==> src/cpu_pkg.sv <==
package cpu_pkg;

	localparam int DATA_W = 16;
	localparam int REG_AW = 4;

	// both memories hold 256 words and are indexed by address bits 8 to 1
	localparam int MEM_DEPTH = 256;
	localparam int MEM_AW = 8;

	// bit positions inside the 3-bit flag vector
	localparam int FLAG_Z = 0;
	localparam int FLAG_V = 1;
	localparam int FLAG_N = 2;

	// codes 3 and 7 carry no operation, and 3 doubles as the pipeline bubble
	typedef enum logic [3:0] {
		OP_ADD = 4'd0,
		OP_SUB = 4'd1,
		OP_XOR = 4'd2,
		OP_NOP = 4'd3,
		OP_SLL = 4'd4,
		OP_SRA = 4'd5,
		OP_ROR = 4'd6,
		OP_LW  = 4'd8,
		OP_SW  = 4'd9,
		OP_LLB = 4'd10,
		OP_LHB = 4'd11,
		OP_B   = 4'd12,
		OP_BR  = 4'd13,
		OP_PCS = 4'd14,
		OP_HLT = 4'd15
	} opcode_e;

	typedef enum logic [2:0] {
		CC_NEQ    = 3'd0,
		CC_EQ     = 3'd1,
		CC_GT     = 3'd2,
		CC_LT     = 3'd3,
		CC_GTE    = 3'd4,
		CC_LTE    = 3'd5,
		CC_OVFL   = 3'd6,
		CC_UNCOND = 3'd7
	} ccode_e;

	// instruction word loaded into IF/ID on reset and on a flush
	localparam logic [DATA_W-1:0] NOP_INSTR = {OP_NOP, 12'h000};

endpackage
==> src/instr_memory.sv <==
`timescale 1ns/1ps

module instr_memory (
	input  logic                       clk,
	input  logic                       we_i,
	input  logic [cpu_pkg::MEM_AW-1:0] waddr_i,
	input  logic [cpu_pkg::DATA_W-1:0] wdata_i,
	input  logic [cpu_pkg::MEM_AW-1:0] raddr_i,
	output logic [cpu_pkg::DATA_W-1:0] rdata_o
);
	logic [cpu_pkg::DATA_W-1:0] mem [cpu_pkg::MEM_DEPTH];

	// the loader fills the array while the core is held in reset
	always_ff @(posedge clk) begin
		if (we_i) begin
			mem[waddr_i] <= wdata_i;
		end
	end

	assign rdata_o = mem[raddr_i];

endmodule

==> config.mk <==
export PLATFORM = sky130hd
export DESIGN_NAME = instr_memory
export DESIGN_NICKNAME = d
export VERILOG_FILES = /design/src/cpu_pkg.sv /design/src/instr_memory.sv
export SDC_FILE = /design/constraint.sdc
export NUM_CORES = 2
export LEC_CHECK = 0
export BUFFER_PORTS_ARGS = -buffer_cell sky130_fd_sc_hd__buf_2
export CAP_MARGIN = 30
export CORE_MARGIN = 2
export CORE_UTILIZATION = 30
export CTS_BUF_LIST = sky130_fd_sc_hd__clkbuf_8 sky130_fd_sc_hd__clkbuf_16
export DETAILED_ROUTE_END_ITERATION = 8
export PLACE_DENSITY = 0.54
export SYNTH_ARGS = -nofsm -noshare
export SYNTH_HDL_FRONTEND = slang
export SYNTH_SLANG_ARGS = --single-unit
==> constraint.sdc <==
create_clock -name clk -period 5.3 [get_ports clk]
set_input_delay 1.59 -clock clk [delete_from_list [all_inputs] [get_ports clk]]
set_output_delay 1.59 -clock clk [all_outputs]
set_load 0.01 [all_outputs]
Yosys cells after proc, flatten, opt, wreduce, memory -nomap -nowiden
Memories as Yosys holds them, arrays and structs flattened.
Cells that the tools add are included.
{ "classes": {"mux": 2} }
{ "ops": {"columns": ["operator", "n"], "rows": [
  ["$mux 1", 2]
]} }
{ "totals": {"ff_bits": 0, "ramBits": 4096, "output_inout_bits": 16, "word_cells": 3, "memories": 1} }
{ "mem_list": {"columns": ["name", "depth", "word_bits", "rd", "rd_ports_with_merged_regs", "wr", "line_no", "source"], "rows": [
  ["mem", 256, 16, 1, 0, 1, "instr_memory.sv:11", "logic [cpu_pkg::DATA_W-1:0] mem [cpu_pkg::MEM_DEPTH];"]
]} }

Longest topological paths before layout
{ "depth": {"depth_word": 2, "mapped_depth": 12, "ltp_nobuf": 6} }

Least setup slack after synthesis
Ideal clock, no wire load.
{ "synth_timing": {"kind": "input -> output", "start": "input raddr_i[0] (netlist name)", "end": "output rdata_o[10] (netlist name)", "arrival_ns": 3.608, "slack_ns": 0.102, "path_stages": 8, "path_cell_list": "buf_6 buf_6 buf_2 mux4_2 mux4_2 a22o_1 o32ai_1 nor4_1"} }
{ "synth_between": {"elab_chain_cells": 1} }
{ "synth_lines": {"columns": ["element", "line_no", "source"], "rows": [
  ["start, declared", "instr_memory.sv:8", "input logic [cpu_pkg::MEM_AW-1:0] raddr_i,"],
  ["$mem_v2 256x16", null, null],
  ["end, declared", "instr_memory.sv:9", "output logic [cpu_pkg::DATA_W-1:0] rdata_o"]
]} }
Every way passes these cells.

Worst setup path after layout
{ "layout_timing": {"start": "input raddr_i[0] (netlist name)", "end": "output rdata_o[11] (netlist name)"} }
Same word-level chain as after synthesis.

==> flow_summary.yaml <==
sta:
  measured_slew_at_the_worst_slew_check_pin_ns: 1.34
  relSlewSlack: 0.105
  number_of_setup_violations_in_the_final_report: 16
  setup-tns-final_ns: -13.63
  report.final.hold_viol_count: 0
  fmax_mhz: 160
  timing_max_transition_violations_final: 0
  grt_setup_unrepaired: "yes"
  min_period_ns: 6.26
  final.period_utilization: 1.18
  post-route-worst-setup-slack_ns: -0.963
cts:
  root_buf_cell: "sky130_fd_sc_hd__clkbuf_16"
  clock_tree.buffer_depth: 4
  clock_tree.htree_level_count: 5
  cts_made_buffers: 420
  clkSlewWorstSetupHoldPaths_ns: 0.06
  numClockSinks: 4096
  clock_tree_from_tritoncts: "done"
routing:
  wl_per_cell_um: 28.6
  final_routed_wirelength_across_all_metal_layers_mm: 454
  vias_per_cell: 5.13
  drt_iter0_markers: 9940
  detailedRoute.firstPassIterationCount: 7
  antenna_violating_nets_left: 0
  drc_violations_left: 0
  routed-via-count: 81351
synthesis:
  synthDistinctLibCells: 51
  yosysMostFrequentCell: "sky130_fd_sc_hd__edfxtp_1"
  synth_top_cells_by_count: "sky130_fd_sc_hd__edfxtp_1, sky130_fd_sc_hd__mux4_2, sky130_fd_sc_hd__mux2i_1"
  synth_edf_count: 4096
  proportion_of_netlist_area_held_by_the_largest_area_contributor: 0.777
  synth.avg_cell_area_um2: 21.6
  ys.flop_type: "sky130_fd_sc_hd__edfxtp_1"
  syn-instance-count: 7344
  syn-cell-area_mm2: 0.158
  synth_seq_area_share: 0.777
  synth-seq-cells: 4096
  synth_top_cell_by_area: "sky130_fd_sc_hd__edfxtp_1"
  netlist_top_cells_area: "sky130_fd_sc_hd__edfxtp_1, sky130_fd_sc_hd__mux4_2, sky130_fd_sc_hd__mux2i_1"
  synth-warning-count: 0
  postSynth.asyncResetShare: 0
  syn-num-nets: 7378
worst_setup_path:
  largest_fanout_on_the_critical_path: 6
  worst_setup_path_endpoint: "rdata_o[11]"
  timing.critical_path.from: "raddr_i[0]"
  cp-start-kind: "input pin"
  critPathCaptureType: "output pin"
  path_class: "in -> out"
  cp_data_required_time_ns: 3.71
  worst-endpoint-arrival_ns: 4.67
place:
  post_detail_place_hpwl_mm: 283
  final_replace_weighted_congestion: 0.856
  portBuffers: 49
layout:
  final_nets: 8550
  post_route_cells_drive_above_1_share: 0.330
  largest_register_ffs: 4096
  largest_registers: "mem: 4096 flops"
  layout-area-overhead-vs-synth_pct: 20.9
  registers.top_by_ff_count: "mem"
pwr:
  power.share.sequential: 0.517
  leak_pwr_nw: 61.7
  power_frac_comb: 0.062
  p_total_mw: 69.0
  cell_internal_pwr_mw: 54.1
  power_switching_share: 0.217
  p_sw_mw: 15.0
  power_density_mw_per_mm2: 361
  clock_power_share: 0.421
  ir_worst_vdd_v: 0.000302
die:
  row_cnt: 266
  fp.dieW_um: 731
  die-height_um: 731
  ios: 50
  fp.coreArea_mm2: 0.525
  initial_util: 0.302
  die-area_mm2: 0.534
job:
  maxCapViolations: 0
grt:
  grt_start_max_net_pins: 135
  gr-usage-all-layers: 0.165
  number_of_global_route_vias_before_repair: 81798
  global_route.overflow_total: 0
  grt_pass1_wl_mm: 632
  number_of_antenna_violations_at_the_first_check_in_global_routing: 25
outcome:
  violations: "setup timing"
  outcome: "finished with violations"
min_path:
  hold_path_class: "in -> reg"
power groups by stage:
stage	clock network [mW]	registers, mW	logic [mW]
3_3_place_gp	0	36.4	3.89
6_report	29.1	35.7	4.27
2_1_floorplan	0	36.4	1.78
5_1_grt	30.8	35.7	4.45
3_5_place_dp	0	36.4	3.95
4_1_cts	29.5	35.7	4.19
kinds of logic after synthesis:
| group | share of synthesized area |
|---|---|
| simple gates | 0.0158 |
| compound gates | 0.0354 |
| flops | 0.777 |
| mux | 0.155 |
| buf+inv | 0.0170 |
final cells by class:
cell class              instances  area [µm²]
flip-flops and latches       4096      123000
fillers                     47851      334000
well taps                    6968        8720
diodes                         14        35.0
clock buffers                 425       10600
inverters                       4        27.5
multi-input cells            2792       34200
clock inverters               342        2860
repair buffers               1202       12000
worst min-delay path by stage:
stage | start | endpoint | cells after the start
floorplan | wdata_i[0] | mem[0][0]$_DFFE_PP_ | 0
global placement | wdata_i[7] | mem[124][7]$_DFFE_PP_ | 1
detailed placement | wdata_i[7] | mem[125][7]$_DFFE_PP_ | 1
CTS | wdata_i[7] | mem[126][7]$_DFFE_PP_ | 1
global route | wdata_i[7] | mem[126][7]$_DFFE_PP_ | 1
finish | wdata_i[7] | mem[125][7]$_DFFE_PP_ | 1
what timing repair did:
item	CTS	global route
cloned	15	4
pin swaps	46	39
hold buffers	0	0
gates resized for setup	265	93
endpoints found under the setup margin	16	16
setup buffers	30	46
critical path, cell delays in order:
cell,delay (ns)
sky130_fd_sc_hd__buf_16,0.14
sky130_fd_sc_hd__buf_8,0.16
sky130_fd_sc_hd__buf_16,0.15
sky130_fd_sc_hd__buf_16,0.17
sky130_fd_sc_hd__buf_4,0.19
sky130_fd_sc_hd__buf_6,0.15
sky130_fd_sc_hd__mux4_2,0.41
sky130_fd_sc_hd__a21oi_2,0.10
sky130_fd_sc_hd__a22oi_2,0.29
sky130_fd_sc_hd__nand4_1,0.36
sky130_fd_sc_hd__nor4_4,0.42
sky130_fd_sc_hd__buf_4,0.21
sky130_fd_sc_hd__buf_4,0.11
sky130_fd_sc_hd__buf_2,0.11
layout by cell type, fill, tap and decap left out, types with 45 or more instances in the layout:
master / synthesis / final
sky130_fd_sc_hd__a21oi_1: 175 / 161
sky130_fd_sc_hd__mux2_2: 88 / 88
sky130_fd_sc_hd__o22ai_1: 148 / 145
sky130_fd_sc_hd__inv_1: 3 / 70
sky130_fd_sc_hd__clkinv_2: 0 / 78
sky130_fd_sc_hd__nor2_1: 304 / 235
sky130_fd_sc_hd__o221ai_1: 252 / 232
sky130_fd_sc_hd__buf_4: 26 / 923
sky130_fd_sc_hd__mux2i_1: 565 / 559
sky130_fd_sc_hd__mux4_2: 797 / 797
sky130_fd_sc_hd__clkbuf_16: 0 / 429
sky130_fd_sc_hd__edfxtp_1: 4096 / 4096
sky130_fd_sc_hd__nor2_2: 0 / 69
sky130_fd_sc_hd__buf_6: 77 / 45
sky130_fd_sc_hd__clkinv_1: 0 / 109
sky130_fd_sc_hd__buf_12: 5 / 140
sky130_fd_sc_hd__nor3_1: 92 / 71
stage by stage:
step / hold slack (ns) / std cells / instance area, µm² / worst slack, ns / utilization
floorplan: 1.69 / 7344 / 158000 / 0.102 / -
global placement: 2.04 / 14961 / 175000 / -2.11 / 0.333
detailed placement: 2.06 / 14968 / 175000 / -1.73 / 0.333
CTS: 1.01 / 15777 / 190000 / -0.973 / 0.363
global route: 1.03 / 15833 / 191000 / -0.959 / 0.364
finish: 1.02 / 15843 / 191000 / -0.963 / 0.365
layer usage:
metal / wire length [µm] / track usage / part of all wire
met1: 188000 / 0.222 / 0.41
met4: 15500 / 0.0521 / 0.034
met2: 219000 / 0.273 / 0.48
met3: 31700 / 0.0265 / 0.070
met5: 69 / 0 / 0.00015
Note: power is estimated with default switching activity, not from simulation.
