## src/cpu_pkg.sv

```systemverilog
package cpu_pkg;

	localparam int DATA_W = 16;
	localparam int REG_AW = 4;

	// both memories hold 256 words and are indexed by address bits 8 to 1
	localparam int MEM_DEPTH = 256;
	localparam int MEM_AW = 8;

	// bit positions inside the 3-bit flag vector
	localparam int FLAG_Z = 0;
	localparam int FLAG_V = 1;
	localparam int FLAG_N = 2;

	// codes 3 and 7 carry no operation, and 3 doubles as the pipeline bubble
	typedef enum logic [3:0] {
		OP_ADD = 4'd0,
		OP_SUB = 4'd1,
		OP_XOR = 4'd2,
		OP_NOP = 4'd3,
		OP_SLL = 4'd4,
		OP_SRA = 4'd5,
		OP_ROR = 4'd6,
		OP_LW  = 4'd8,
		OP_SW  = 4'd9,
		OP_LLB = 4'd10,
		OP_LHB = 4'd11,
		OP_B   = 4'd12,
		OP_BR  = 4'd13,
		OP_PCS = 4'd14,
		OP_HLT = 4'd15
	} opcode_e;

	typedef enum logic [2:0] {
		CC_NEQ    = 3'd0,
		CC_EQ     = 3'd1,
		CC_GT     = 3'd2,
		CC_LT     = 3'd3,
		CC_GTE    = 3'd4,
		CC_LTE    = 3'd5,
		CC_OVFL   = 3'd6,
		CC_UNCOND = 3'd7
	} ccode_e;

	// instruction word loaded into IF/ID on reset and on a flush
	localparam logic [DATA_W-1:0] NOP_INSTR = {OP_NOP, 12'h000};

endpackage
```

## src/mem_stage.sv

```systemverilog
`timescale 1ns/1ps

module mem_stage (
	input  logic                       clk,
	input  logic                       reset_i,
	input  cpu_pkg::opcode_e           op_i,
	input  logic [cpu_pkg::REG_AW-1:0] rd_i,
	input  logic [cpu_pkg::DATA_W-1:0] result_i,
	input  logic [cpu_pkg::DATA_W-1:0] store_data_i,
	input  logic                       reg_write_i,
	output logic                       wb_en_o,
	output logic [cpu_pkg::REG_AW-1:0] wb_reg_o,
	output logic [cpu_pkg::DATA_W-1:0] wb_data_o,
	output logic                       halted_o
);
	logic [cpu_pkg::DATA_W-1:0] dmem [cpu_pkg::MEM_DEPTH];
	logic [cpu_pkg::MEM_AW-1:0] word_idx;
	logic [cpu_pkg::DATA_W-1:0] load_data;
	cpu_pkg::opcode_e           memwb_op;

	// the ALU result is a byte address for loads and stores
	assign word_idx = result_i[cpu_pkg::MEM_AW:1];
	assign load_data = dmem[word_idx];

	always_ff @(posedge clk) begin
		if (op_i == cpu_pkg::OP_SW) begin
			dmem[word_idx] <= store_data_i;
		end
	end

	always_ff @(posedge clk) begin
		wb_reg_o <= rd_i;
		wb_data_o <= (op_i == cpu_pkg::OP_LW) ? load_data : result_i;
		if (reset_i) begin
			memwb_op <= cpu_pkg::OP_NOP;
			wb_en_o <= 1'b0;
		end else begin
			memwb_op <= op_i;
			wb_en_o <= reg_write_i;
		end
	end

	// fetch keeps feeding HLT once it has seen one, so this level holds
	assign halted_o = (memwb_op == cpu_pkg::OP_HLT);

endmodule

```

## config.mk

```make
export PLATFORM = sky130hd
export DESIGN_NAME = mem_stage
export DESIGN_NICKNAME = d
export VERILOG_FILES = /design/src/cpu_pkg.sv /design/src/mem_stage.sv
export SDC_FILE = /design/constraint.sdc
export NUM_CORES = 2
export LEC_CHECK = 0
export ABC_AREA = 1
export BUFFER_PORTS_ARGS = -buffer_cell sky130_fd_sc_hd__buf_2
export CAP_MARGIN = 10
export CELL_PAD_IN_SITES_DETAIL_PLACEMENT = 2
export CELL_PAD_IN_SITES_GLOBAL_PLACEMENT = 2
export CORE_MARGIN = 8
export CORE_UTILIZATION = 44
export DETAILED_ROUTE_END_ITERATION = 10
export PLACE_DENSITY_LB_ADDON = 0.1
export SLEW_MARGIN = 30
export SYNTH_ARGS = -nofsm -noshare
export SYNTH_HDL_FRONTEND = slang
export SYNTH_SLANG_ARGS = --single-unit
```

## constraint.sdc

```tcl
create_clock -name clk -period 3.5 [get_ports clk]
set_input_delay 0.35 -clock clk [delete_from_list [all_inputs] [get_ports clk]]
set_output_delay 0.35 -clock clk [all_outputs]
set_load 0.02 [all_outputs]
```

* After elaboration in Yosys (flattened, before gate mapping)
Memory sizes are Yosys's and may differ from the RTL's. Index checks and enable logic that the tools add are counted.
Word-level totals: bits in registers 25, latch bits 0, memory bits (writable) 4096, bits in read-only memories 0, input port bits 43, output and inout port bits 22, logic and storage cells 11, memories 1
Memory list:
- dmem | depth 256, bits a word 16, rd ports 1, clocked after memory_dff 0, write ports 1, RTL line mem_stage.sv:16 | logic [cpu_pkg::DATA_W-1:0] dmem [cpu_pkg::MEM_DEPTH];
Cells by class: add/subtract/negate cells 0, $mul 0, divide/modulo/power cells 0, $lt $le $gt $ge 0, equality and inequality tests 3, shifts and indexed selects 0, mux-type cells 3, bitwise operators 0, reduce and logical (&&, ||, !) cells 0
Operators by type and width (number):
- 16-bit two-way mux | 1
- 4-bit equality test (second input constant) | 3
- 1-bit two-way mux | 2

* Depth between registers and ports, before layout
word-level depth 3, depth in mapped cells 19, mapped depth without buffers 15

* Worst setup path after synthesis
Ideal clock, no wire load.
path type input-to-reg, start point in result_i[1] in the netlist's numbering, end point mem dmem[102][0] in the netlist's numbering (enable), library setup time 388 ps, data arrival time 2378 ps, data required time 3112 ps, path slack 733 ps, cell stages on the path 8, path buffers 5, cells stage by stage buf_4 -> buf_2 -> buf_2 -> buf_2 -> nor3_1 -> nand2_1 -> buf_2 -> nor2_1
RTL lines:
- start, declared | RTL line mem_stage.sv:8 | input logic [cpu_pkg::DATA_W-1:0] result_i,
- end, declared | RTL line mem_stage.sv:16
No word-level cell before the write port.

* Final worst setup path
start point in result_i[4] in the netlist's numbering, end point reg wb_data_o[6] in the netlist's numbering
On the way: cells in the longest elaborated chain, start to end 2
Ends and longest elaborated chain:
- memory read 256 x 16 bit
- 16-bit two-way mux | RTL line mem_stage.sv:33 | wb_data_o <= (op_i == cpu_pkg::OP_LW) ? load_data : result_i;
- end signal, assigned | RTL line mem_stage.sv:33
- end, declared | RTL line mem_stage.sv:13 | output logic [cpu_pkg::DATA_W-1:0] wb_data_o,
Every way passes these cells. A chain may end at the register's enable or synchronous reset.

==> results by group <==
Logic synthesis
  • Number of synthesized flops with an enable pin: around 4000
  • Share of the synthesized area in the top cell type: around three quarters
  • Synth Warn #: 0
  • Synthesized area per cell: 11.4 µm²
  • Yosys reg bits: 4121
  • Synth area leaders: edfxtp_1 (74%), nand2_1 (16%), nand3_1 (2.5%), nor2_1 (2.0%), buf_2 (1.6%)
  • Post-synth design cell area: approximately 0.17 mm²
  • Commonest cells in the synthesized netlist: nand2_1 (7075), edfxtp_1 (4096), nor2_1 (900)
  • Ys async rst share: 0%
  • Synthesized instance count: roughly 14000
  • Area leader, netlist: edfxtp_1
  • Sequential element share of the synthesized area: between 70% and 80%
  • Netlist cell types: 25
  • Top-count cell post-synth: nand2_1
  • Post-synth top flop: edfxtp_1
  • Syn nets: approximately 15000

CTS
  • Clk slew on worst S/H paths: approximately 60 ps
  • Clk Latency, worst-skew pair: 1000 ps
  • CTS tree: built
  • Clk buf depth: 4
  • CTS resizes: 0
  • H-tree depth: 5
  • Num CTS Buffers: about 450
  • CTS root buf: clkbuf_16
  • Clock Sinks: 4121

Layout
  • Fin nets: approximately 15000
  • Layout cell share with drive strength beyond 1: a little under an eighth
  • Fin util: between 50% and 60%
  • Final Cell Area: slightly below 0.2 mm²
  • Number of fill cells in the layout: 36358
  • Layout area overhead: 17.5%

Critical path
  • Largest delay share family, worst path: buffers and inverters
  • Reg2Reg Depth: 14
  • Critical Path End: wb_data_o[6]
  • CP dominant cell by count: nand2_1
  • WP buf/inv: 7
  • Worst-path cell chain: dlygate4sd3_1, buf_2, nand2_1, inv_8, buf_12, buf_4, nand2_1, nand2_1, nor2_1, nor2_1, nor2_1, nand2_1, nand2_1, buf_12, nand2_1, nor2_1, nor2_1, buf_4
  • Worst flop-to-flop path startpoint: dmem[3][6]
  • Worst setup SP type: primary input
  • Setup crit start: result_i[4]
  • Setup CP Type: in2reg
  • CP Depth: 18
  • Critical path arrival: about 4300 ps
  • R2R Setup Slk: between 400 and 500 ps
  • CP Capture Type: flop
  • Worst EP required: between 4000 and 5000 ps
  • CP max stage delay: 540 ps
  • CP max-delay cell: dlygate4sd3_1
  • Crit path max fanout: 26
  • Reg2reg end: wb_data_o[6]

Flow run
  • Max Cap Violations: 0

GRT
  • Global-route wire length before repair: between 900 and 1000 mm
  • GRT overflow: 0
  • Met3 usage: around 5%
  • Initial antenna violation count: 44
  • Grt met2 use: a little under three fifths
  • Met1 GRT Util: between 40 and 50%
  • Global routing's busiest layer: met2
  • Pin count of the biggest net entering global routing: 95
  • Number of global-route vias before repair: roughly 130k
  • Total GRT Usage: about a third

Routing
  • TritonRoute pass-1 iters: 6
  • Post-route ant nets: 0
  • Iter 0 DRT Violations: about 14000
  • Drt via density: 5.97
  • Number of remaining DRC errors: 0
  • Final wirelength: 700 mm
  • Via count: about 120k
  • Routed length per instance: approximately 34 µm

Die
  • Core Footprint: ~0.37 mm²
  • Die Footprint: 0.396 mm²
  • Die Height: 629 µm
  • FP Rows: 225
  • Die Wd: about 630 µm
  • I/O pin count: 65
  • Starting density of the core: 44.1%

Pwr
  • VDD IR-drop max: roughly 0.47 mV
  • Leakage: between 70 and 80 nW
  • Total Power: around 110 mW
  • Pwr/cell area: 566 mW/mm²

STA
  • Slew Viols, Final: 0
  • # setup viols final: 0
  • Worst Tran Pin Value: around 1200 ps
  • RSZ-0062 raised after global routing: no
  • Final Hold Fails: 0
  • Crit share post-route: roughly 94%
  • Final min period: ~3300 ps
  • Fmax: slightly above 300 MHz
  • Relative slew slack: a little over a fifth
  • Clock skew: around 37 ps

Place
  • Post-detail-place hpwl: 428 mm
  • Placed cell areas: 0.180 mm²
  • GPL Wtd Cong: 0.871
  • Port Buf Inserts: 64

Status
  • Status: complete, no violations

Hold path
  • Hold Crit Class: in2reg
worst min path at each step:
stage,from,to,slack [ps],cells past startpoint
final,op_i[1],memwb_op[1],150,3
after CTS,op_i[1],memwb_op[1],90,3
after global placement,rd_i[3],wb_reg_o[3],450,1
after floorplan,rd_i[0],wb_reg_o[0],380,0
after global routing,op_i[1],memwb_op[1],160,3
after detailed placement,rd_i[1],wb_reg_o[1],450,1
worst min-delay path, stage by stage:
cell	delay (ps)
dlygate4sd3_1	520
buf_2	140
or2_2	110
cell usage in the layout (no fill, tap or decap), types with 46 or more instances in the layout:
master        n
nand2_1    7057
edfxtp_1   4096
nor2_1      881
nand3_1     824
buf_4       779
clkbuf_16   455
nand4_1     361
buf_12      250
a21oi_1     160
o21ai_1     140
clkbuf_1    107
clkinv_1    102
clkinv_2     72
diode_2      47
buf_2        46
state kept, by name, indices dropped and copies added, names as in the netlist:
name	count
dmem	4096
memwb_op	4
wb_data_o	16
wb_en_o	1
wb_reg_o	4
logic make-up (layout without fill, tap and decap cells):
kind of cell,after synthesis,after routing,share of synthesized area [%]
flops,4121,4121,74.6
compound gates,344,344,1.04
other cells,0,47,0
simple gates,9173,9173,22.0
buf+inv,830,1986,2.31
area by class of cell:
class / count / area [µm²] / share of cell area (%)
inverters: 28 / 136 / 0.0701
clock buffers: 574 / 12000 / 6.15
well taps: 4994 / 6250 / 3.21
diodes: 47 / 118 / 0.0605
clock inverters: 243 / 2350 / 1.21
multi-input cells: 9517 / 38300 / 19.7
repair buffers: 1141 / 11900 / 6.10
flip-flops and latches: 4121 / 123000 / 63.5
layer usage:
layer | routed length [µm] | part of all wire [%]
met5 | 138 | 0.020
met4 | 39600 | 5.6
met3 | 52600 | 7.5
met2 | 338000 | 48
met1 | 270000 | 39
where the power goes:
group          switching [mW]  total (mW)  internal [mW]
clock network            20.8        48.0           27.2
logic                    5.79        7.65           1.86
registers              0.0589        54.3           54.3
total                    26.7         110           83.3
through the flow:
| step | cells | worst slack, ps | setup TNS, ps | hold slack [ps] |
|---|---|---|---|---|
| 2_1_floorplan | 14468 | 733 | 0 | 378 |
| 3_3_place_gp | 19751 | -485 | -5760 | 452 |
| 3_5_place_dp | 19756 | -541 | -2820 | 454 |
| 4_1_cts | 20618 | 395 | 0 | 87.7 |
| 5_1_grt | 20655 | 335 | 0 | 163 |
| 6_report | 20665 | 193 | 0 | 152 |
repair_timing:
action	4_1_cts	5_1_grt
endpoints found under the hold margin	814	0
hold buffers	45	0
buffers inserted	0	0
No activity file was read; power rests on OpenSTA's default activity.
