===== src/cpu_pkg.sv =====
package cpu_pkg;

	localparam int DATA_W = 16;
	localparam int REG_AW = 4;

	// both memories hold 256 words and are indexed by address bits 8 to 1
	localparam int MEM_DEPTH = 256;
	localparam int MEM_AW = 8;

	// bit positions inside the 3-bit flag vector
	localparam int FLAG_Z = 0;
	localparam int FLAG_V = 1;
	localparam int FLAG_N = 2;

	// codes 3 and 7 carry no operation, and 3 doubles as the pipeline bubble
	typedef enum logic [3:0] {
		OP_ADD = 4'd0,
		OP_SUB = 4'd1,
		OP_XOR = 4'd2,
		OP_NOP = 4'd3,
		OP_SLL = 4'd4,
		OP_SRA = 4'd5,
		OP_ROR = 4'd6,
		OP_LW  = 4'd8,
		OP_SW  = 4'd9,
		OP_LLB = 4'd10,
		OP_LHB = 4'd11,
		OP_B   = 4'd12,
		OP_BR  = 4'd13,
		OP_PCS = 4'd14,
		OP_HLT = 4'd15
	} opcode_e;

	typedef enum logic [2:0] {
		CC_NEQ    = 3'd0,
		CC_EQ     = 3'd1,
		CC_GT     = 3'd2,
		CC_LT     = 3'd3,
		CC_GTE    = 3'd4,
		CC_LTE    = 3'd5,
		CC_OVFL   = 3'd6,
		CC_UNCOND = 3'd7
	} ccode_e;

	// instruction word loaded into IF/ID on reset and on a flush
	localparam logic [DATA_W-1:0] NOP_INSTR = {OP_NOP, 12'h000};

endpackage

===== src/fetch_stage.sv =====
`timescale 1ns/1ps

module fetch_stage (
	input  logic                       clk,
	input  logic                       reset_i,
	input  logic [cpu_pkg::DATA_W-1:0] instr_i,
	input  logic                       stall_i,
	input  logic                       branch_taken_i,
	input  logic [cpu_pkg::DATA_W-1:0] branch_target_i,
	input  logic                       halted_i,
	output logic [cpu_pkg::DATA_W-1:0] pc_o,
	output logic [cpu_pkg::DATA_W-1:0] ifid_instr_o,
	output logic [cpu_pkg::DATA_W-1:0] ifid_pc_next_o
);
	logic [cpu_pkg::DATA_W-1:0] pc_plus2;
	logic [cpu_pkg::DATA_W-1:0] pc_next;
	logic                       fetched_hlt;

	assign pc_plus2 = pc_o + 16'd2;

	// an HLT seen straight out of the instruction memory parks the PC on its address
	assign fetched_hlt = (instr_i[15:12] == cpu_pkg::OP_HLT);

	always_comb begin
		if (branch_taken_i) begin
			pc_next = branch_target_i;
		end else if (fetched_hlt || stall_i || halted_i) begin
			pc_next = pc_o;
		end else begin
			pc_next = pc_plus2;
		end
	end

	always_ff @(posedge clk) begin
		if (reset_i) begin
			pc_o <= '0;
		end else begin
			pc_o <= pc_next;
		end
	end

	// a taken branch kills the instruction fetched behind it
	always_ff @(posedge clk) begin
		if (reset_i || branch_taken_i) begin
			ifid_instr_o <= cpu_pkg::NOP_INSTR;
		end else if (!stall_i) begin
			ifid_instr_o <= instr_i;
		end
		if (!stall_i) begin
			ifid_pc_next_o <= pc_plus2;
		end
	end

endmodule


===== config.mk =====
export PLATFORM = sky130hd
export DESIGN_NAME = fetch_stage
export DESIGN_NICKNAME = d
export VERILOG_FILES = /design/src/cpu_pkg.sv /design/src/fetch_stage.sv
export SDC_FILE = /design/constraint.sdc
export NUM_CORES = 1
export LEC_CHECK = 0
export BUFFER_PORTS_ARGS = -buffer_cell sky130_fd_sc_hd__buf_2
export CORE_MARGIN = 5
export CORE_UTILIZATION = 50
export CTS_BUF_LIST = sky130_fd_sc_hd__clkbuf_4 sky130_fd_sc_hd__clkbuf_8
export DETAILED_ROUTE_END_ITERATION = 12
export HOLD_SLACK_MARGIN = 0.08
export MAX_ROUTING_LAYER = met4
export PLACE_DENSITY = 0.82
export SKIP_CTS_REPAIR_TIMING = 1
export SYNTH_ARGS = -nofsm -noshare
export SYNTH_HDL_FRONTEND = slang
export SYNTH_SLANG_ARGS = --single-unit

===== constraint.sdc =====
create_clock -name clk -period 2.7 [get_ports clk]
set_input_delay 0.81 -clock clk [delete_from_list [all_inputs] [get_ports clk]]
set_output_delay 0.81 -clock clk [all_outputs]
set_load 0.01 [all_outputs]

Word-level counts from Yosys, hierarchy flattened. Cells that the tools add are included.

Bits in registers: 48. Output and inout bits: 48.

$add $sub $neg: 1. Equality and inequality tests: 2. Multiplexer cells: 2. Reduce and logical (&&, ||, !) cells: 3.

Operators by type and width (number): $mux 16 (2); $add 16x2->16 const B (1); $eq 4x4->1 const B (1); $logic_or 1x1->1 (3); $ne 2x2->1 const B (1).

Depth between registers and ports, before layout. Gate-level depths: netlist of the first run.

Word-level depth: 5. Mapped depth: 6. Depth with buffers taken out: 5.

Least setup slack after synthesis of the first run. No wires, ideal clock.

Path type: input port to flip-flop. Start point: input port stall_i. End point: register pc_o[6] (netlist name). Setup time: 0.115 ns. Arrival time: 2.106 ns. Slack: 0.478 ns. Stages: 5. Cell sequence: buf_2 -> nor2_2 -> nand2_1 -> or4b_2 -> and3_1.

Cells in the longest elaborated chain, start to end: 3.

Ends and longest elaborated chain: start, declared (RTL line fetch_stage.sv:7) `input logic stall_i,`; $logic_or 1x1->1 (2 in series) (RTL line fetch_stage.sv:27) `end else if (fetched_hlt || stall_i || halted_i) begin`; $ne 2x2->1 (no line); end signal, assigned (RTL line fetch_stage.sv:38) `pc_o <= pc_next;`; end, declared (RTL line fetch_stage.sv:11) `output logic [cpu_pkg::DATA_W-1:0] pc_o,`.

Every way passes these cells. A chain may end at the register's enable or synchronous reset.

Final worst setup path of the first run.
Start point: register pc_o[1] (netlist name). End point: register pc_o[13] (netlist name).

Cells in the longest elaborated chain, start to end: 3.

Ends and longest elaborated chain: $add 16x2->16 (RTL line fetch_stage.sv:19) `assign pc_plus2 = pc_o + 16'd2;`; $mux 16 (RTL line fetch_stage.sv:27); $mux 16 (RTL line fetch_stage.sv:25) `if (branch_taken_i) begin`.

Every way passes these cells. The select of a mux whose other input is x is not followed.

==> results.txt, run 1 <==
----------------------------------------------------
[Global route]
  Tot GR Track Use ... 19.8%
  Largest net degree at the start of global routing ... 24
  Wire length of the first global-routing pass ... 8230 µm
  Antenna violations before repair ... 0
  Vias in the first global route ... 1739
  Total grt overflow ... 0

[Status]
  Result of the run ... finished, final reports clean

[Timing]
  Worst max-slew margin expressed relative to the limit ... 55.7%
  Min Clock Period, post-route ... 2.06 ns
  Largest clock skew in the final design ... 0.00674 ns
  Worst-case hold slack ... 0.465 ns
  Setup violators final ... 0
  Count of final hold-check violations ... 0
  Measured slew at the worst slew-check pin ... 0.664 ns
  Setup repair after global routing missed its margin ... false
  Upper clock frequency limit ... 0.486 GHz
  Final period util ... 76.2%
  Number of slew-limit violations in the final report ... 0
  Setup TNS after final layout ... 0 ns

[Worst setup path]
  Kind of critical path ... flip-flop to flip-flop
  Series of cell instances along the critical path ... ha_1 > nand2_1 > or4_4 > or3_1 > a311oi_1
  Nature of the critical path startpoint ... flip-flop
  Critical path capture point type ... flip-flop
  Crit Path Max Fanout ... 6
  Max stage delay cell, worst path ... sky130_fd_sc_hd__or4_4
  Worst path arrival time ... 2.28 ns
  Required @ worst endpoint ... 2.92 ns
  Largest stage delay on the critical path ... 0.54 ns

[Clocking]
  Clock transition at the registers of the reported paths ... 0.09 ns
  Skew-Pair Late Insertion Delay ... 0.30 ns
  Clock Sink Count ... 48
  Inserted Clock Buffers ... 5
  Maximum level of the CTS H-tree ... 2
  Max Root-Sink Buffers ... 2
  Clock tree from TritonCTS ... done
  Clock root buffer ... sky130_fd_sc_hd__clkbuf_8

[Flow run]
  Reported max-cap violation count ... 0

[Die]
  Width of the die ... 75.5 µm
  Height of the chip ... 75.5 µm
  Die Area ... 5700 µm²
  Standard cell core area ... 4090 µm²
  Initial core utilization ... 52.4%
  Number of rows in the core area ... 23
  Ports ... 85

[Pwr]
  Worst vdd rail ir drop ... 0.000351 V
  Static leakage ... 0.00126 µW
  Power density over the cells ... 569 nW/µm²

[Routing]
  DRT iter0 DRCs ... 119
  Vias per cell ... 5.30
  First-pass DRT Iterations ... 4
  Vias ... 1798
  Total wire length ... 4980 µm
  Remaining routing DRC violations ... 0
  Routed len/inst ... 14.7 µm
  Routed Antenna Nets ... 0

[Cells and area]
  Most frequent cells in the layout ... sky130_fd_sc_hd__buf_2, sky130_fd_sc_hd__dfxtp_1, sky130_fd_sc_hd__nor2_1
  Fraction of final layout cells with drive strength greater than 1 ... 34.9%
  Number of nets in the finished design ... 326
  Area growth from synthesis to layout ... 26.2%
  Filler Cells Inserted ... 334
  N_diodes ... 0
  Leading cell type in the layout, fill and taps excluded ... sky130_fd_sc_hd__buf_2

[Yosys]
  Mapped Cells ... 206
  YS warnings ... 0
  Cell area after technology mapping ... 2140 µm²
  Library cells used by synthesis ... 43
  Net count of the mapped netlist ... 244
  #FFs+latches synth ... 48
  Sequential area share after synthesis ... 52.3%
  Syn Area/Cell ... 10.4 µm²

[Place]
  Final HPWL DP ... 3710 µm
  Gp weighted congestion ... 0.803
  Total of buffers placed on input and output ports ... 84

[Hold path]
  Path type of the worst min-delay path ... flip-flop to flip-flop

----------------------------------------------------
[report_power, final]
| part | total [µW] | switching [µW] | internal, µW |
|---|---|---|---|
| registers | 827 | 35.7 | 791 |
| clock network | 513 | 229 | 285 |
| logic | 197 | 106 | 90.8 |
| total | 1540 | 371 | 1170 |
[Yosys cell counts, drive strengths merged]
master,instances,area (µm²)
nor2b,1,6.26
nand4,4,40.0
nor4b,1,8.76
o311a,1,10.0
nor4,2,12.5
nand3b,1,7.51
nand3,10,50.1
dfxtp,32,641
and4,1,8.76
o21a,4,30.0
and3,5,32.5
a21oi,6,30.0
and2,1,6.26
nor2,26,100
xor2,8,70.1
o31ai,2,15.0
xnor2,10,87.6
o21ai,4,20.0
a311oi,6,52.6
nand2,7,26.3
or4b,1,10.0
nor3,3,15.0
o31a,1,10.0
nand2b,1,6.26
clkbuf,6,23.8
ha,1,12.5
buf,5,25.0
a311o,1,10.0
or4,3,26.3
a211oi,2,15.0
edfxtp,16,480
mux2i,18,180
a2111oi,1,8.76
inv,12,45.0
or3,3,20.0
[per-stage QoR]
stage          total power [µW]  setup slack [ns]  cells  util, %  instance area, µm²
2_1_floorplan               951             0.478    206        -                2140
6_report                   1540             0.642    339     66.2                2700
4_1_cts                    1550             0.628    339     66.2                2700
3_5_place_dp               1040             0.411    331     63.4                2590
5_1_grt                    1610             0.494    339     66.2                2700
3_3_place_gp               1040             0.493    331     63.4                2590
[worst paths after layout]
check / end / startpoint / depth (start not counted) / slack [ns]
setup / recovery: pc_o[13] / pc_o[1] / 5 / 0.64
hold / removal: ifid_pc_next_o[0] / pc_o[0] / 0 / 0.46
setup reg to reg: pc_o[13] / pc_o[1] / 5 / 0.64
hold reg to reg: ifid_pc_next_o[0] / pc_o[0] / 0 / 0.46
[metal layers]
metal  global-route usage [%]  wire length (µm)  vias up
met3                     4.62               338        6
met5                        -                 0        -
met4                     5.63                60        0
met2                     31.7              2450       57
li1                         -                 -      900
met1                     25.1              2140      835
[registers in the layout, summed over array words and instances (netlist names)]
name	count
pc_o	16
ifid_pc_next_o	16
ifid_instr_o	16
[worst max-delay path, delay by kind of cell (launching register included)]
family | cells | cell delay, ns
simple gates | 3 | 0.99
flops | 1 | 0.42
fa+ha+maj | 1 | 0.33
compound gates | 1 | 0.24
[kinds of logic after synthesis]
| group | share of synthesized area, % |
|---|---|
| muxes | 8.41 |
| xor gates and xnor gates | 7.36 |
| and+or+nand+nor | 17.6 |
| adders and majority gates | 0.584 |
| AOI/OAI and AO/OA | 9.40 |
| buffers and inverters | 4.38 |
| DFF | 52.3 |
[cell type report]
| class | instances | area, µm² | area share, % |
|---|---|---|---|
| flip-flops and latches | 48 | 1120 | 41.5 |
| repair buffers | 86 | 435 | 16.1 |
| multi-input cells | 135 | 928 | 34.3 |
| clock inverters | 2 | 35.0 | 1.30 |
| clock buffers | 6 | 76.3 | 2.82 |
| well taps | 50 | 62.6 | 2.31 |
| inverters | 12 | 45.0 | 1.67 |
No activity file was read; power rests on OpenSTA's default activity.
==> run 2, diff against run 1 <==
==> constraint.sdc (replaced) <==
create_clock -name clk -period 1.95 [get_ports clk]
set_input_delay 0.585 -clock clk [delete_from_list [all_inputs] [get_ports clk]]
set_output_delay 0.585 -clock clk [all_outputs]
set_load 0.01 [all_outputs]
==> results.txt, run 2 (synthesis results as in run 1) <==
----------------------------------------------------
[Die]
  Width of the die ... 75.5 µm (unchanged)
  Initial core utilization ... 52.4% (unchanged)
  Height of the chip ... 75.5 µm (unchanged)
  Standard cell core area ... 4090 µm² (unchanged)
  Number of rows in the core area ... 23 (unchanged)
  Die Area ... 5700 µm² (unchanged)
  Ports ... 85 (unchanged)

[Cells and area]
  Most frequent cells in the layout ... sky130_fd_sc_hd__buf_2, sky130_fd_sc_hd__dfxtp_1, sky130_fd_sc_hd__nor2_1
  Leading cell type in the layout, fill and taps excluded ... sky130_fd_sc_hd__buf_2
  Multi-input gate area in the final layout ... 946 µm² (+1.9%)
  N_diodes ... 0 (unchanged)
  Final Instance Area ... 2860 µm² (+5.7%)
  Area growth from synthesis to layout ... 33.4%
  Leading registers by flop count ... ifid_instr_o x16, ifid_pc_next_o x16, pc_o x16
  Number of nets in the finished design ... 347 (+6.4%)
  Fraction of final layout cells with drive strength greater than 1 ... 40.6% (+5.7 points)
  Total area of sequential cells ... 1120 µm² (+0.22%)
  Filler Cells Inserted ... 307 (-8.1%)

[Place]
  Post-detailed-placement cell area ... 2760 µm² (+6.3%)
  Gp weighted congestion ... 0.875 (+9.0%)
  Final HPWL DP ... 4310 µm (+16%)
  Total of buffers placed on input and output ports ... 84 (unchanged)

[Pwr]
  Static leakage ... 0.00135 µW (+7.5%)
  Power density over the cells ... 716 nW/µm² (+26%)
  Worst vdd rail ir drop ... 0.000435 V (+24%)

[Worst setup path]
  Internal reg-to-reg setup slack ... 0.1 ns (-0.54 ns)
  Worst path arrival time ... 2.06 ns (-0.22 ns)
  Kind of critical path ... flip-flop to flip-flop
  Critical path capture point type ... flip-flop
  Required @ worst endpoint ... 2.16 ns (-0.76 ns)
  Crit Path Max Fanout ... 3 (-3)
  Nature of the critical path startpoint ... flip-flop

[Timing]
  Setup TNS after final layout ... 0 ns (unchanged)
  Number of slew-limit violations in the final report ... 0 (unchanged)
  Largest clock skew in the final design ... 0.00923 ns (+0.00249 ns)
  Min Clock Period, post-route ... 1.85 ns (-0.208 ns)
  Final period util ... 94.9% (+19 points)
  Upper clock frequency limit ... 0.541 GHz (+11%)
  Setup repair after global routing missed its margin ... false
  Measured slew at the worst slew-check pin ... 0.472 ns (-0.192 ns)
  Worst max-slew margin expressed relative to the limit ... 68.5% (+13 points)
  Count of final hold-check violations ... 0 (unchanged)
  Setup violators final ... 0 (unchanged)

[Routing]
  Routed len/inst ... 15.3 µm (+4.2%)
  First-pass DRT Iterations ... 4 (unchanged)
  Total wire length ... 5510 µm (+11%)
  Routed Antenna Nets ... 0 (unchanged)
  Vias per cell ... 5.41 (+1.9%)
  Vias ... 1946 (+8.2%)
  Remaining routing DRC violations ... 0 (unchanged)
  DRT iter0 DRCs ... 122 (+2.5%)

[Status]
  Result of the run ... finished, final reports clean

[Clocking]
  Clock tree from TritonCTS ... done
  Inserted Clock Buffers ... 5 (unchanged)
  Skew-Pair Late Insertion Delay ... 0.30 ns (about the same)
  Max Root-Sink Buffers ... 2 (unchanged)
  Clock transition at the registers of the reported paths ... 0.08 ns (about the same)
  Clock Sink Count ... 48 (unchanged)
  Maximum level of the CTS H-tree ... 2 (unchanged)
  Clock root buffer ... sky130_fd_sc_hd__clkbuf_8

[Global route]
  Antenna violations before repair ... 0 (unchanged)
  Largest net degree at the start of global routing ... 18 (-25%)
  Total grt overflow ... 0 (unchanged)
  Wire length of the first global-routing pass ... 8870 µm (+7.7%)
  Vias in the first global route ... 1925 (+11%)
  Tot GR Track Use ... 21.4% (+1.6 points)

[Hold path]
  Path type of the worst min-delay path ... flip-flop to flip-flop

[Flow run]
  Reported max-cap violation count ... 0 (unchanged)

----------------------------------------------------
[run 2: metrics by stage]
step                      utilization (%)  std cells  power (µW)  hold WS (ns)  setup WS [ns]
after floorplan                         -        206        1320         0.431         0.0302
after global placement               67.4        352        1460         0.440          0.106
after detailed placement             67.4        352        1480         0.449        0.00567
after CTS                            69.6        360        2070         0.473         0.0851
after global routing                 70.0        360        2150         0.481         0.0200
final                                70.0        360        2050         0.467          0.100
[run 2: report_power, final]
group / switching (µW) / internal [µW] / total (µW)
clock: 313 / 280 / 593
combinational: 170 / 151 / 320
sequential: 37.8 / 1100 / 1130
total: 521 / 1530 / 2050
[run 2: path summary, 6_finish.rpt]
kind | startpoint | endpoint | depth (start not counted)
max reg2reg | pc_o[1] | pc_o[13] | 5
min | pc_o[0] | ifid_pc_next_o[0] | 0
min reg2reg | pc_o[0] | ifid_pc_next_o[0] | 0
max | pc_o[1] | pc_o[13] | 5
[run 2: worst max-delay path, cell delays in order (launching register included)]
cell                       delay (ns)
sky130_fd_sc_hd__dfxtp_1         0.36
sky130_fd_sc_hd__ha_1            0.18
sky130_fd_sc_hd__nand2_1         0.07
sky130_fd_sc_hd__or4_4           0.54
sky130_fd_sc_hd__or3_1           0.37
sky130_fd_sc_hd__a311oi_1        0.26
[run 2: layout make-up]
class                           count  share of cell area [%]
Sequential cell                    48                    39.3
Multi-Input combinational cell    135                    33.1
Timing Repair Buffer              107                    20.7
Clock buffer                        7                    2.93
Tap cell                           50                    2.19
Inverter                           12                    1.58
Clock inverter                      1                   0.175
[run 2: metal layers]
metal  vias to the layer above  track usage (%)  share of wire (%)
li1                        945                -                  -
met1                       895             25.5                 41
met2                        92             34.3                 47
met3                        14             5.67                9.0
met4                         0             8.74                2.6
met5                         -                -                  0
