`src/cpu_pkg.sv`:
```
package cpu_pkg;

	localparam int DATA_W = 16;
	localparam int REG_AW = 4;

	// both memories hold 256 words and are indexed by address bits 8 to 1
	localparam int MEM_DEPTH = 256;
	localparam int MEM_AW = 8;

	// bit positions inside the 3-bit flag vector
	localparam int FLAG_Z = 0;
	localparam int FLAG_V = 1;
	localparam int FLAG_N = 2;

	// codes 3 and 7 carry no operation, and 3 doubles as the pipeline bubble
	typedef enum logic [3:0] {
		OP_ADD = 4'd0,
		OP_SUB = 4'd1,
		OP_XOR = 4'd2,
		OP_NOP = 4'd3,
		OP_SLL = 4'd4,
		OP_SRA = 4'd5,
		OP_ROR = 4'd6,
		OP_LW  = 4'd8,
		OP_SW  = 4'd9,
		OP_LLB = 4'd10,
		OP_LHB = 4'd11,
		OP_B   = 4'd12,
		OP_BR  = 4'd13,
		OP_PCS = 4'd14,
		OP_HLT = 4'd15
	} opcode_e;

	typedef enum logic [2:0] {
		CC_NEQ    = 3'd0,
		CC_EQ     = 3'd1,
		CC_GT     = 3'd2,
		CC_LT     = 3'd3,
		CC_GTE    = 3'd4,
		CC_LTE    = 3'd5,
		CC_OVFL   = 3'd6,
		CC_UNCOND = 3'd7
	} ccode_e;

	// instruction word loaded into IF/ID on reset and on a flush
	localparam logic [DATA_W-1:0] NOP_INSTR = {OP_NOP, 12'h000};

endpackage
```
`src/decode_stage.sv`:
```
`timescale 1ns/1ps

module decode_stage (
	input  logic                       clk,
	input  logic                       reset_i,
	input  logic [cpu_pkg::DATA_W-1:0] ifid_instr_i,
	input  logic [cpu_pkg::DATA_W-1:0] ifid_pc_next_i,
	input  logic                       flush_i,
	input  logic                       wb_en_i,
	input  logic [cpu_pkg::REG_AW-1:0] wb_reg_i,
	input  logic [cpu_pkg::DATA_W-1:0] wb_data_i,
	output logic                       stall_o,
	output cpu_pkg::opcode_e           op_o,
	output cpu_pkg::ccode_e            ccode_o,
	output logic [cpu_pkg::REG_AW-1:0] rs_o,
	output logic [cpu_pkg::REG_AW-1:0] rt_o,
	output logic [cpu_pkg::REG_AW-1:0] rd_o,
	output logic [cpu_pkg::DATA_W-1:0] rs_val_o,
	output logic [cpu_pkg::DATA_W-1:0] rt_val_o,
	output logic [cpu_pkg::DATA_W-1:0] imm_o,
	output logic [cpu_pkg::DATA_W-1:0] pc_next_o,
	output logic                       reg_write_o
);
	cpu_pkg::opcode_e           op;
	logic [cpu_pkg::REG_AW-1:0] rs_idx;
	logic [cpu_pkg::REG_AW-1:0] rt_idx;
	logic [cpu_pkg::REG_AW-1:0] rd_idx;
	logic [cpu_pkg::DATA_W-1:0] rs_val;
	logic [cpu_pkg::DATA_W-1:0] rt_val;
	logic [cpu_pkg::DATA_W-1:0] imm;
	logic                       uses_rs;
	logic                       uses_rt;
	logic                       writes_reg;

	assign op = cpu_pkg::opcode_e'(ifid_instr_i[15:12]);
	assign rd_idx = ifid_instr_i[11:8];

	always_comb begin
		rs_idx = ifid_instr_i[7:4];
		rt_idx = ifid_instr_i[3:0];
		imm = {12'h000, ifid_instr_i[3:0]};
		uses_rs = 1'b0;
		uses_rt = 1'b0;
		writes_reg = 1'b0;
		case (op)
			cpu_pkg::OP_ADD, cpu_pkg::OP_SUB, cpu_pkg::OP_XOR: begin
				uses_rs = 1'b1;
				uses_rt = 1'b1;
				writes_reg = 1'b1;
			end
			// the low nibble is the shift amount here, not a register
			cpu_pkg::OP_SLL, cpu_pkg::OP_SRA, cpu_pkg::OP_ROR: begin
				uses_rs = 1'b1;
				writes_reg = 1'b1;
			end
			cpu_pkg::OP_LW, cpu_pkg::OP_SW: begin
				rt_idx = ifid_instr_i[11:8];
				imm = {{12{ifid_instr_i[3]}}, ifid_instr_i[3:0]};
				uses_rs = 1'b1;
				uses_rt = (op == cpu_pkg::OP_SW);
				writes_reg = (op == cpu_pkg::OP_LW);
			end
			// the byte loads merge into the old contents of rd
			cpu_pkg::OP_LLB, cpu_pkg::OP_LHB: begin
				rs_idx = ifid_instr_i[11:8];
				imm = {8'h00, ifid_instr_i[7:0]};
				uses_rs = 1'b1;
				writes_reg = 1'b1;
			end
			cpu_pkg::OP_B: imm = {{7{ifid_instr_i[8]}}, ifid_instr_i[8:0]};
			cpu_pkg::OP_BR: uses_rs = 1'b1;
			cpu_pkg::OP_PCS: writes_reg = 1'b1;
			default: ;
		endcase
	end

	register_file u_rf (
		.clk       (clk),
		.reset_i   (reset_i),
		.rs_addr_i (rs_idx),
		.rt_addr_i (rt_idx),
		.wr_en_i   (wb_en_i),
		.wr_addr_i (wb_reg_i),
		.wr_data_i (wb_data_i),
		.rs_data_o (rs_val),
		.rt_data_o (rt_val)
	);

	// a load in execute cannot forward its data yet, so a dependent waits a cycle
	assign stall_o = (op_o == cpu_pkg::OP_LW) && reg_write_o &&
		((uses_rs && rs_idx == rt_o) || (uses_rt && rt_idx == rt_o));

	always_ff @(posedge clk) begin
		ccode_o <= cpu_pkg::ccode_e'(ifid_instr_i[11:9]);
		rs_o <= rs_idx;
		rt_o <= rt_idx;
		rd_o <= rd_idx;
		rs_val_o <= rs_val;
		rt_val_o <= rt_val;
		imm_o <= imm;
		pc_next_o <= ifid_pc_next_i;
		if (reset_i || flush_i || stall_o) begin
			op_o <= cpu_pkg::OP_NOP;
			reg_write_o <= 1'b0;
		end else begin
			op_o <= op;
			reg_write_o <= writes_reg && (rd_idx != '0);
		end
	end

endmodule

```
`src/register_file.sv`:
```
`timescale 1ns/1ps

module register_file (
	input  logic                       clk,
	input  logic                       reset_i,
	input  logic [cpu_pkg::REG_AW-1:0] rs_addr_i,
	input  logic [cpu_pkg::REG_AW-1:0] rt_addr_i,
	input  logic                       wr_en_i,
	input  logic [cpu_pkg::REG_AW-1:0] wr_addr_i,
	input  logic [cpu_pkg::DATA_W-1:0] wr_data_i,
	output logic [cpu_pkg::DATA_W-1:0] rs_data_o,
	output logic [cpu_pkg::DATA_W-1:0] rt_data_o
);
	logic [cpu_pkg::DATA_W-1:0] regs [1 << cpu_pkg::REG_AW];
	logic                       wr_ok;

	// r0 is never written, so it keeps the zero it gets on reset
	assign wr_ok = wr_en_i && (wr_addr_i != '0);

	always_ff @(posedge clk) begin
		if (reset_i) begin
			for (int i = 0; i < (1 << cpu_pkg::REG_AW); i++) begin
				regs[i] <= '0;
			end
		end else if (wr_ok) begin
			regs[wr_addr_i] <= wr_data_i;
		end
	end

	// the value being written back this cycle reaches decode directly
	assign rs_data_o = (wr_ok && wr_addr_i == rs_addr_i) ? wr_data_i : regs[rs_addr_i];
	assign rt_data_o = (wr_ok && wr_addr_i == rt_addr_i) ? wr_data_i : regs[rt_addr_i];

endmodule

```
`config.mk`:
```
export PLATFORM = sky130hd
export DESIGN_NAME = decode_stage
export DESIGN_NICKNAME = d
export VERILOG_FILES = /design/src/cpu_pkg.sv /design/src/decode_stage.sv /design/src/register_file.sv
export SDC_FILE = /design/constraint.sdc
export NUM_CORES = 1
export LEC_CHECK = 0
export BUFFER_PORTS_ARGS = -buffer_cell sky130_fd_sc_hd__buf_4
export CORE_MARGIN = 8
export CORE_UTILIZATION = 60
export CTS_CLUSTER_DIAMETER = 50
export CTS_CLUSTER_SIZE = 25
export DETAILED_ROUTE_END_ITERATION = 8
export PLACE_DENSITY = 0.88
export SLEW_MARGIN = 30
export SYNTH_ARGS = -nofsm -noshare
export SYNTH_HDL_FRONTEND = slang
export SYNTH_SLANG_ARGS = --single-unit
```
`constraint.sdc`:
```
create_clock -name clk -period 3.45 [get_ports clk]
set_input_delay 0 -clock clk [delete_from_list [all_inputs] [get_ports clk]]
set_output_delay 0 -clock clk [all_outputs]
set_load 0.02 [all_outputs]
```
# --- Word-level counts from Yosys, hierarchy flattened ---
# Memories as Yosys holds them, arrays and structs flattened.
# Cells that the tools add are included.
# W data, S select, Z words.
word_totals:
  in_bits: 56
  ff_bits: 84
  mem_count: 1
  mem_bits_ro: 0
  elab_cells: 64
  mem_bits_rw: 256
  latchBits: 0
  out_inout_bits: 85
memory_table:
  columns: ["memory", "words", "width", "rd", "rd_clocked_by_memory_dff", "write_ports", "line", "text"]
  rows:
  - ["u_rf.regs", 16, 16, 2, 0, 16, "register_file.sv:14", "logic [cpu_pkg::DATA_W-1:0] regs [1 << cpu_pkg::REG_AW];"]
op_classes:
  mul: 0
  muxes: 16
  n_div: 0
  bitwise: 0
  addsub: 0
  order_cmp: 0
  eq_ne: 17
  n_shift: 0
  reduce_logical: 20
op_table:
  columns: ["op", "count"]
  rows:
  - ["$mux W16", 3]
  - ["$pmux W16 S3", 1]
  - ["$eq A4 B4 Y1 const B", 8]
  - ["$eq A4 B4 Y1", 4]
  - ["$reduce_or A16 Y1", 1]
  - ["$eq A4 B3 Y1 const B", 3]
  - ["$mux W4", 3]
  - ["$reduce_or A11 Y1", 1]
  - ["$reduce_or A9 Y1", 1]
  - ["$logic_and A1 B1 Y1", 8]
  - ["$reduce_bool A4 Y1", 2]
  - ["$mux W1", 7]
  - ["$eq A4 B1 Y1 const B", 1]
  - ["$eq A4 B2 Y1 const B", 1]
  - ["$logic_not A4 Y1", 1]
  - ["$pmux W1 S2", 2]
  - ["$reduce_or A2 Y1", 2]
  - ["$logic_or A1 B1 Y1", 3]
  - ["$reduce_or A3 Y1", 1]

# --- Depth between registers and ports, before layout ---
logic_depth:
  ltp_word: 8
  depth_mapped: 11
  mapped_depth_nobuf: 8

# --- Cells and area by module ---
# Synthesis repeated with hierarchy kept, for this count alone.
unflattened:
  cells_unflattened: 1051
  area_unflattened_um2: 16279.4
modules_own_cells:
  columns: ["mod", "cells_per_inst", "instances", "area_per_inst_um2", "seq_area_each_um2"]
  rows:
  - ["register_file", 884, 1, 14143.6, 7687.4]
  - ["decode_stage", 167, 1, 2135.8, 1481.4]

# --- Worst setup path before layout ---
# No wires, ideal clock.
synth_path:
  path_type: "input to register"
  from: "input port ifid_instr_i[13] in the netlist's numbering"
  to: "register rt_val_o[5] in the netlist's numbering"
  setup_time_ps: 115
  required_time_ps: 3335
  stages: 10
  n_path_buf: 2
  arrival_time_ps: 2285
  setup_slack_ps: 1050
  path_cell_list: "or3b_1 > buf_4 > mux2i_4 > inv_2 > buf_2 > mux4_2 > mux2_2 > o22ai_1 > o221ai_1 > o21a_1"
synth_via:
  elab_chain_cells: 6
  elab_cells_between_ends: 8
  cone_classes: "3 x eq/ne; 2 x mux; 2 x reduce/logical; 1 x memory"
synth_lines:
  columns: ["item", "line", "text"]
  rows:
  - ["from (decl)", "decode_stage.sv:6", "input logic [cpu_pkg::DATA_W-1:0] ifid_instr_i,"]
  - ["$eq A4 B4 Y1", "decode_stage.sv:45", "case (op)"]
  - ["$reduce_or A2 Y1 (*)", "decode_stage.sv:45", null]
  - ["$mux W4 (*)", "decode_stage.sv:45", null]
  - ["parallel branches: the longest is 2 deep, another holds $mem_v2 Z16 W16", null, null]
  - ["$mux W16 (*)", "register_file.sv:32", "assign rt_data_o = (wr_ok && wr_addr_i == rt_addr_i) ? wr_data_i : regs[rt_addr_i];"]
  - ["via rt_val, one bit", "decode_stage.sv:29", "logic [cpu_pkg::DATA_W-1:0] rt_val;"]
  - ["to (signal assigned)", "decode_stage.sv:99", "rt_val_o <= rt_val;"]
  - ["to (decl)", "decode_stage.sv:19", "output logic [cpu_pkg::DATA_W-1:0] rt_val_o,"]
# Mark *: on every way through the listed nets, which the timed path passes.
# A chain may end at the register's enable or synchronous reset.

# --- Final worst setup path ---
layout_path:
  from: "input port ifid_instr_i[15] in the netlist's numbering"
  to: "output port stall_o"
layout_via:
  elab_chain_cells: 7
  elab_cells_between_ends: 25
  cone_classes: "12 x eq/ne; 4 x mux; 9 x reduce/logical"
layout_lines:
  columns: ["item", "line", "text"]
  rows:
  - ["$eq A4 B4 Y1 (on tied branches)", "decode_stage.sv:45, decode_stage.sv:60", null]
  - ["$reduce_or A2 Y1", "decode_stage.sv:45", null]
  - ["$mux W4", "decode_stage.sv:45", null]
  - ["$eq A4 B4 Y1", "decode_stage.sv:91", "((uses_rs && rs_idx == rt_o) || (uses_rt && rt_idx == rt_o));"]
  - ["$logic_and A1 B1 Y1", "decode_stage.sv:91", null]
  - ["$logic_or A1 B1 Y1 (*)", "decode_stage.sv:91", null]
  - ["$logic_and A1 B1 Y1 (*)", "decode_stage.sv:90", "assign stall_o = (op_o == cpu_pkg::OP_LW) && reg_write_o &&"]
  - ["to (decl)", "decode_stage.sv:12", "output logic stall_o,"]
# Every way passes the cells marked *; elsewhere a longest branch is shown, timed or not.

==> flow_summary_export.csv <==
group,metric,value,unit
layout,most-common-layout-cells,"nand2_1, edfxtp_1, and2_1, a21oi_1, buf_4",
global_route,grt_pass1_vias,14800,
clocking,cts_buffers,31,
clocking,cts_tree,"yes",
floorplan,core_area,27900,sq um
sta,fmax,0.305,GHz
layout,area_delta_synth_final,18.1,%
power,ir_worst_vdd,0.000410,V
routing,vias,15500,
floorplan,initial_core_util,61.1,%
worst_setup_path,cp.arrival,3.28,ns
sta,period_needed,3.28,ns
yosys,synth.cell_area,17100,sq um
yosys,syn_inst,1705,
routing,drt-vias-per-instance,6.90,
sta,rsz0062_at_grt,"false",
floorplan,fp.dieW,185,um
yosys,ys_ff_latch,330,
routing,drc_errors,0,
floorplan,pin_count,141,
sta,slew_headroom,25.8,%
yosys,seq_area_frac_synth,53.7,%
worst_setup_path,startpoint_type,"input port",
worst_setup_path,cp.required,3.45,ns
floorplan,die_h,185,um
sta,whs,0.0564,ns
routing,drtIter0Drc,2908,
global_route,grt_pass1_wl,90.9,mm
global_route,gr-total-overflow,0,
clocking,clock_latency,0.59,ns
yosys,async_reset_ff_share,0,%
clocking,cts_buffer_depth,3,
worst_setup_path,cp_num_buf_inv,6,
clocking,clock-sinks,330,
layout,nNetsFinal,1904,
yosys,ys_warn_count,0,
routing,dr.pass1.iters,7,
sta,finalSetupViolations,0,
sta,setup_ws,0.169,ns
yosys,synth_area_per_cell,10.0,sq um
placement,globalplace.congestion,0.987,
min_path,hold_path_class,"input port to flop",
layout,final_common_cell,"nand2_1",
worst_setup_path,max_stage_delay,0.54,ns
sta,slew_viol_final,0,
yosys,synth_edf_count,256,
power,leakagePower,7.71,nW
worst_setup_path,crit_top_cell,"buf_4",
yosys,synth_largest_area_cell,"edfxtp_1",
sta,finClkSkew,0.0194,ns
job,maxCapViolations,0,
routing,ant_nets,0,
yosys,yosysTopAreaCellShare,45.0,%
sta,fin_crit_sh,95.1,%
global_route,antenna_found_initial,1,
yosys,synth_cell_types,53,
yosys,synth_ff_type,"edfxtp_1",
worst_setup_path,worstPathMaxFanout,33,
outcome,outcome,"finished clean",
routing,routed_wl,62.5,mm
worst_setup_path,cp_slowest_cell,"dlygate4sd3_1",
sta,tns,0,ns
worst_setup_path,path_cells,"dlygate4sd3_1 -> buf_4 -> or3b_1 -> buf_4 -> mux2i_4 -> inv_4 -> buf_4 -> xnor2_1 -> nand4_1 -> a21oi_1 -> buf_4",
worst_setup_path,crit_type,"input port to primary output",
placement,dp_hpwl,38.2,mm
sta,tightest_slew,1.11,ns
global_route,track_usage,35.4,%
sta,final_hold_viol_count,0,
floorplan,dieArea,34100,sq um
clocking,cts_root_buffer,"clkbuf_16",
clocking,path_clk_slew,0.08,ns
power,power_density,507,nW/um^2
yosys,synthTopCellsByArea,"edfxtp_1, and2_1, dfxtp_1",
floorplan,row_count,61,
placement,pre_cts_slack,0.390,ns
routing,routedWlPerCell,27.7,um
layout,drive_above_1_share,15.7,%
worst_setup_path,cp-end-kind,"primary output",
worst_setup_path,cp_top_family,"buffers and inverters",
global_route,grt_max_degree,108,
clocking,htreeDepth,1,
placement,place.port_buffers,140,
-- kinds of logic after synthesis --
| logic type | share of synthesized area (%) |
|---|---|
| compound gates | 15.4 |
| xor+xnor | 0.718 |
| buf+inv | 3.74 |
| flops | 53.7 |
| mux | 6.29 |
| other cells | 0.0220 |
| simple gates | 20.2 |
-- synthesized netlist by cell type (all sizes together) (3+ instances only) --
| cell | n |
|---|---|
| nand2 | 276 |
| edfxtp | 256 |
| and2 | 242 |
| a21oi | 206 |
| clkbuf | 118 |
| dfxtp | 74 |
| a22oi | 64 |
| mux2i | 60 |
| nor2 | 56 |
| a211oi | 37 |
| a31oi | 31 |
| buf | 31 |
| nor2b | 29 |
| nand3 | 26 |
| o21ai | 22 |
| o22ai | 22 |
| mux4 | 16 |
| or2 | 15 |
| nor3 | 14 |
| xnor2 | 12 |
| mux2 | 9 |
| o31ai | 9 |
| nor4 | 8 |
| a32oi | 7 |
| o21a | 6 |
| o221ai | 6 |
| and3 | 5 |
| inv | 5 |
| a311oi | 4 |
| nand2b | 4 |
| nand3b | 4 |
| a2111oi | 3 |
| a221oi | 3 |
| a22o | 3 |
| clkinv | 3 |
| or4 | 3 |
-- worst paths after layout --
path | from | endpoint | slack, ns | depth (start not counted)
worst min-delay path | ifid_pc_next_i[10] | pc_next_o[10] | 0.06 | 2
worst max-delay path | ifid_instr_i[15] | stall_o | 0.17 | 11
worst min register to register | u_rf.regs[11][15] | rs_val_o[15] | 0.76 | 4
worst max register to register | u_rf.regs[12][6] | rs_val_o[6] | 1.31 | 7
-- stage by stage --
stage / instances / instance area (sq um) / utilization (%) / power (W)
detailed placement: 2137 / 18500 / 66.2 / 0.00648
global placement: 2137 / 18500 / 66.2 / 0.00643
CTS: 2250 / 20200 / 72.2 / 0.0101
global route: 2251 / 20200 / 72.2 / 0.0104
floorplan: 1720 / 17100 / - / 0.00573
finish: 2253 / 20200 / 72.2 / 0.0102
-- area by class of cell --
cell class / instances / area (sq um)
well taps: 378 / 473
fillers: 1902 / 7770
inverters: 8 / 32.5
flip-flops and latches: 330 / 9170
clock buffers: 32 / 779
repair buffers: 244 / 2010
multi-input cells: 1233 / 7380
diodes: 3 / 7.51
clock inverters: 25 / 314
-- where the power goes --
| group | leakage, nW | switching [W] | total [W] | internal, W |
|---|---|---|---|---|
| Sequential | 3.07 | 0.000201 | 0.00477 | 0.00457 |
| Combinational | 4.11 | 0.00116 | 0.00179 | 0.000631 |
| Clock | 0.534 | 0.00180 | 0.00365 | 0.00185 |
-- layer usage --
metal	share of wire [%]	vias to the layer above	global-route usage [%]	routed length (um)
met5	0	-	0	0
li1	-	6428	-	-
met4	7.6	0	24.0	4750
met1	33	7261	43.3	20900
met2	44	1525	54.7	27600
met3	15	326	9.16	9230
-- registers in the layout, indices dropped and copies added, names as in the netlist --
name and flops:
rs_o 4, rs_val_o 16, pc_next_o 16, reg_write_o 1
rd_o 3, u_rf.regs 256, rt_val_o 16, imm_o 9
op_o 4, rt_o 4, ccode_o 1
-- what timing repair did --
item,CTS,global route
hold buffers,56,0
resized for setup,0,2
hold endpoints to repair,322,0
setup buffers,0,0
setup endpoints to repair,0,2
No activity file was read; power rests on OpenSTA's default activity.
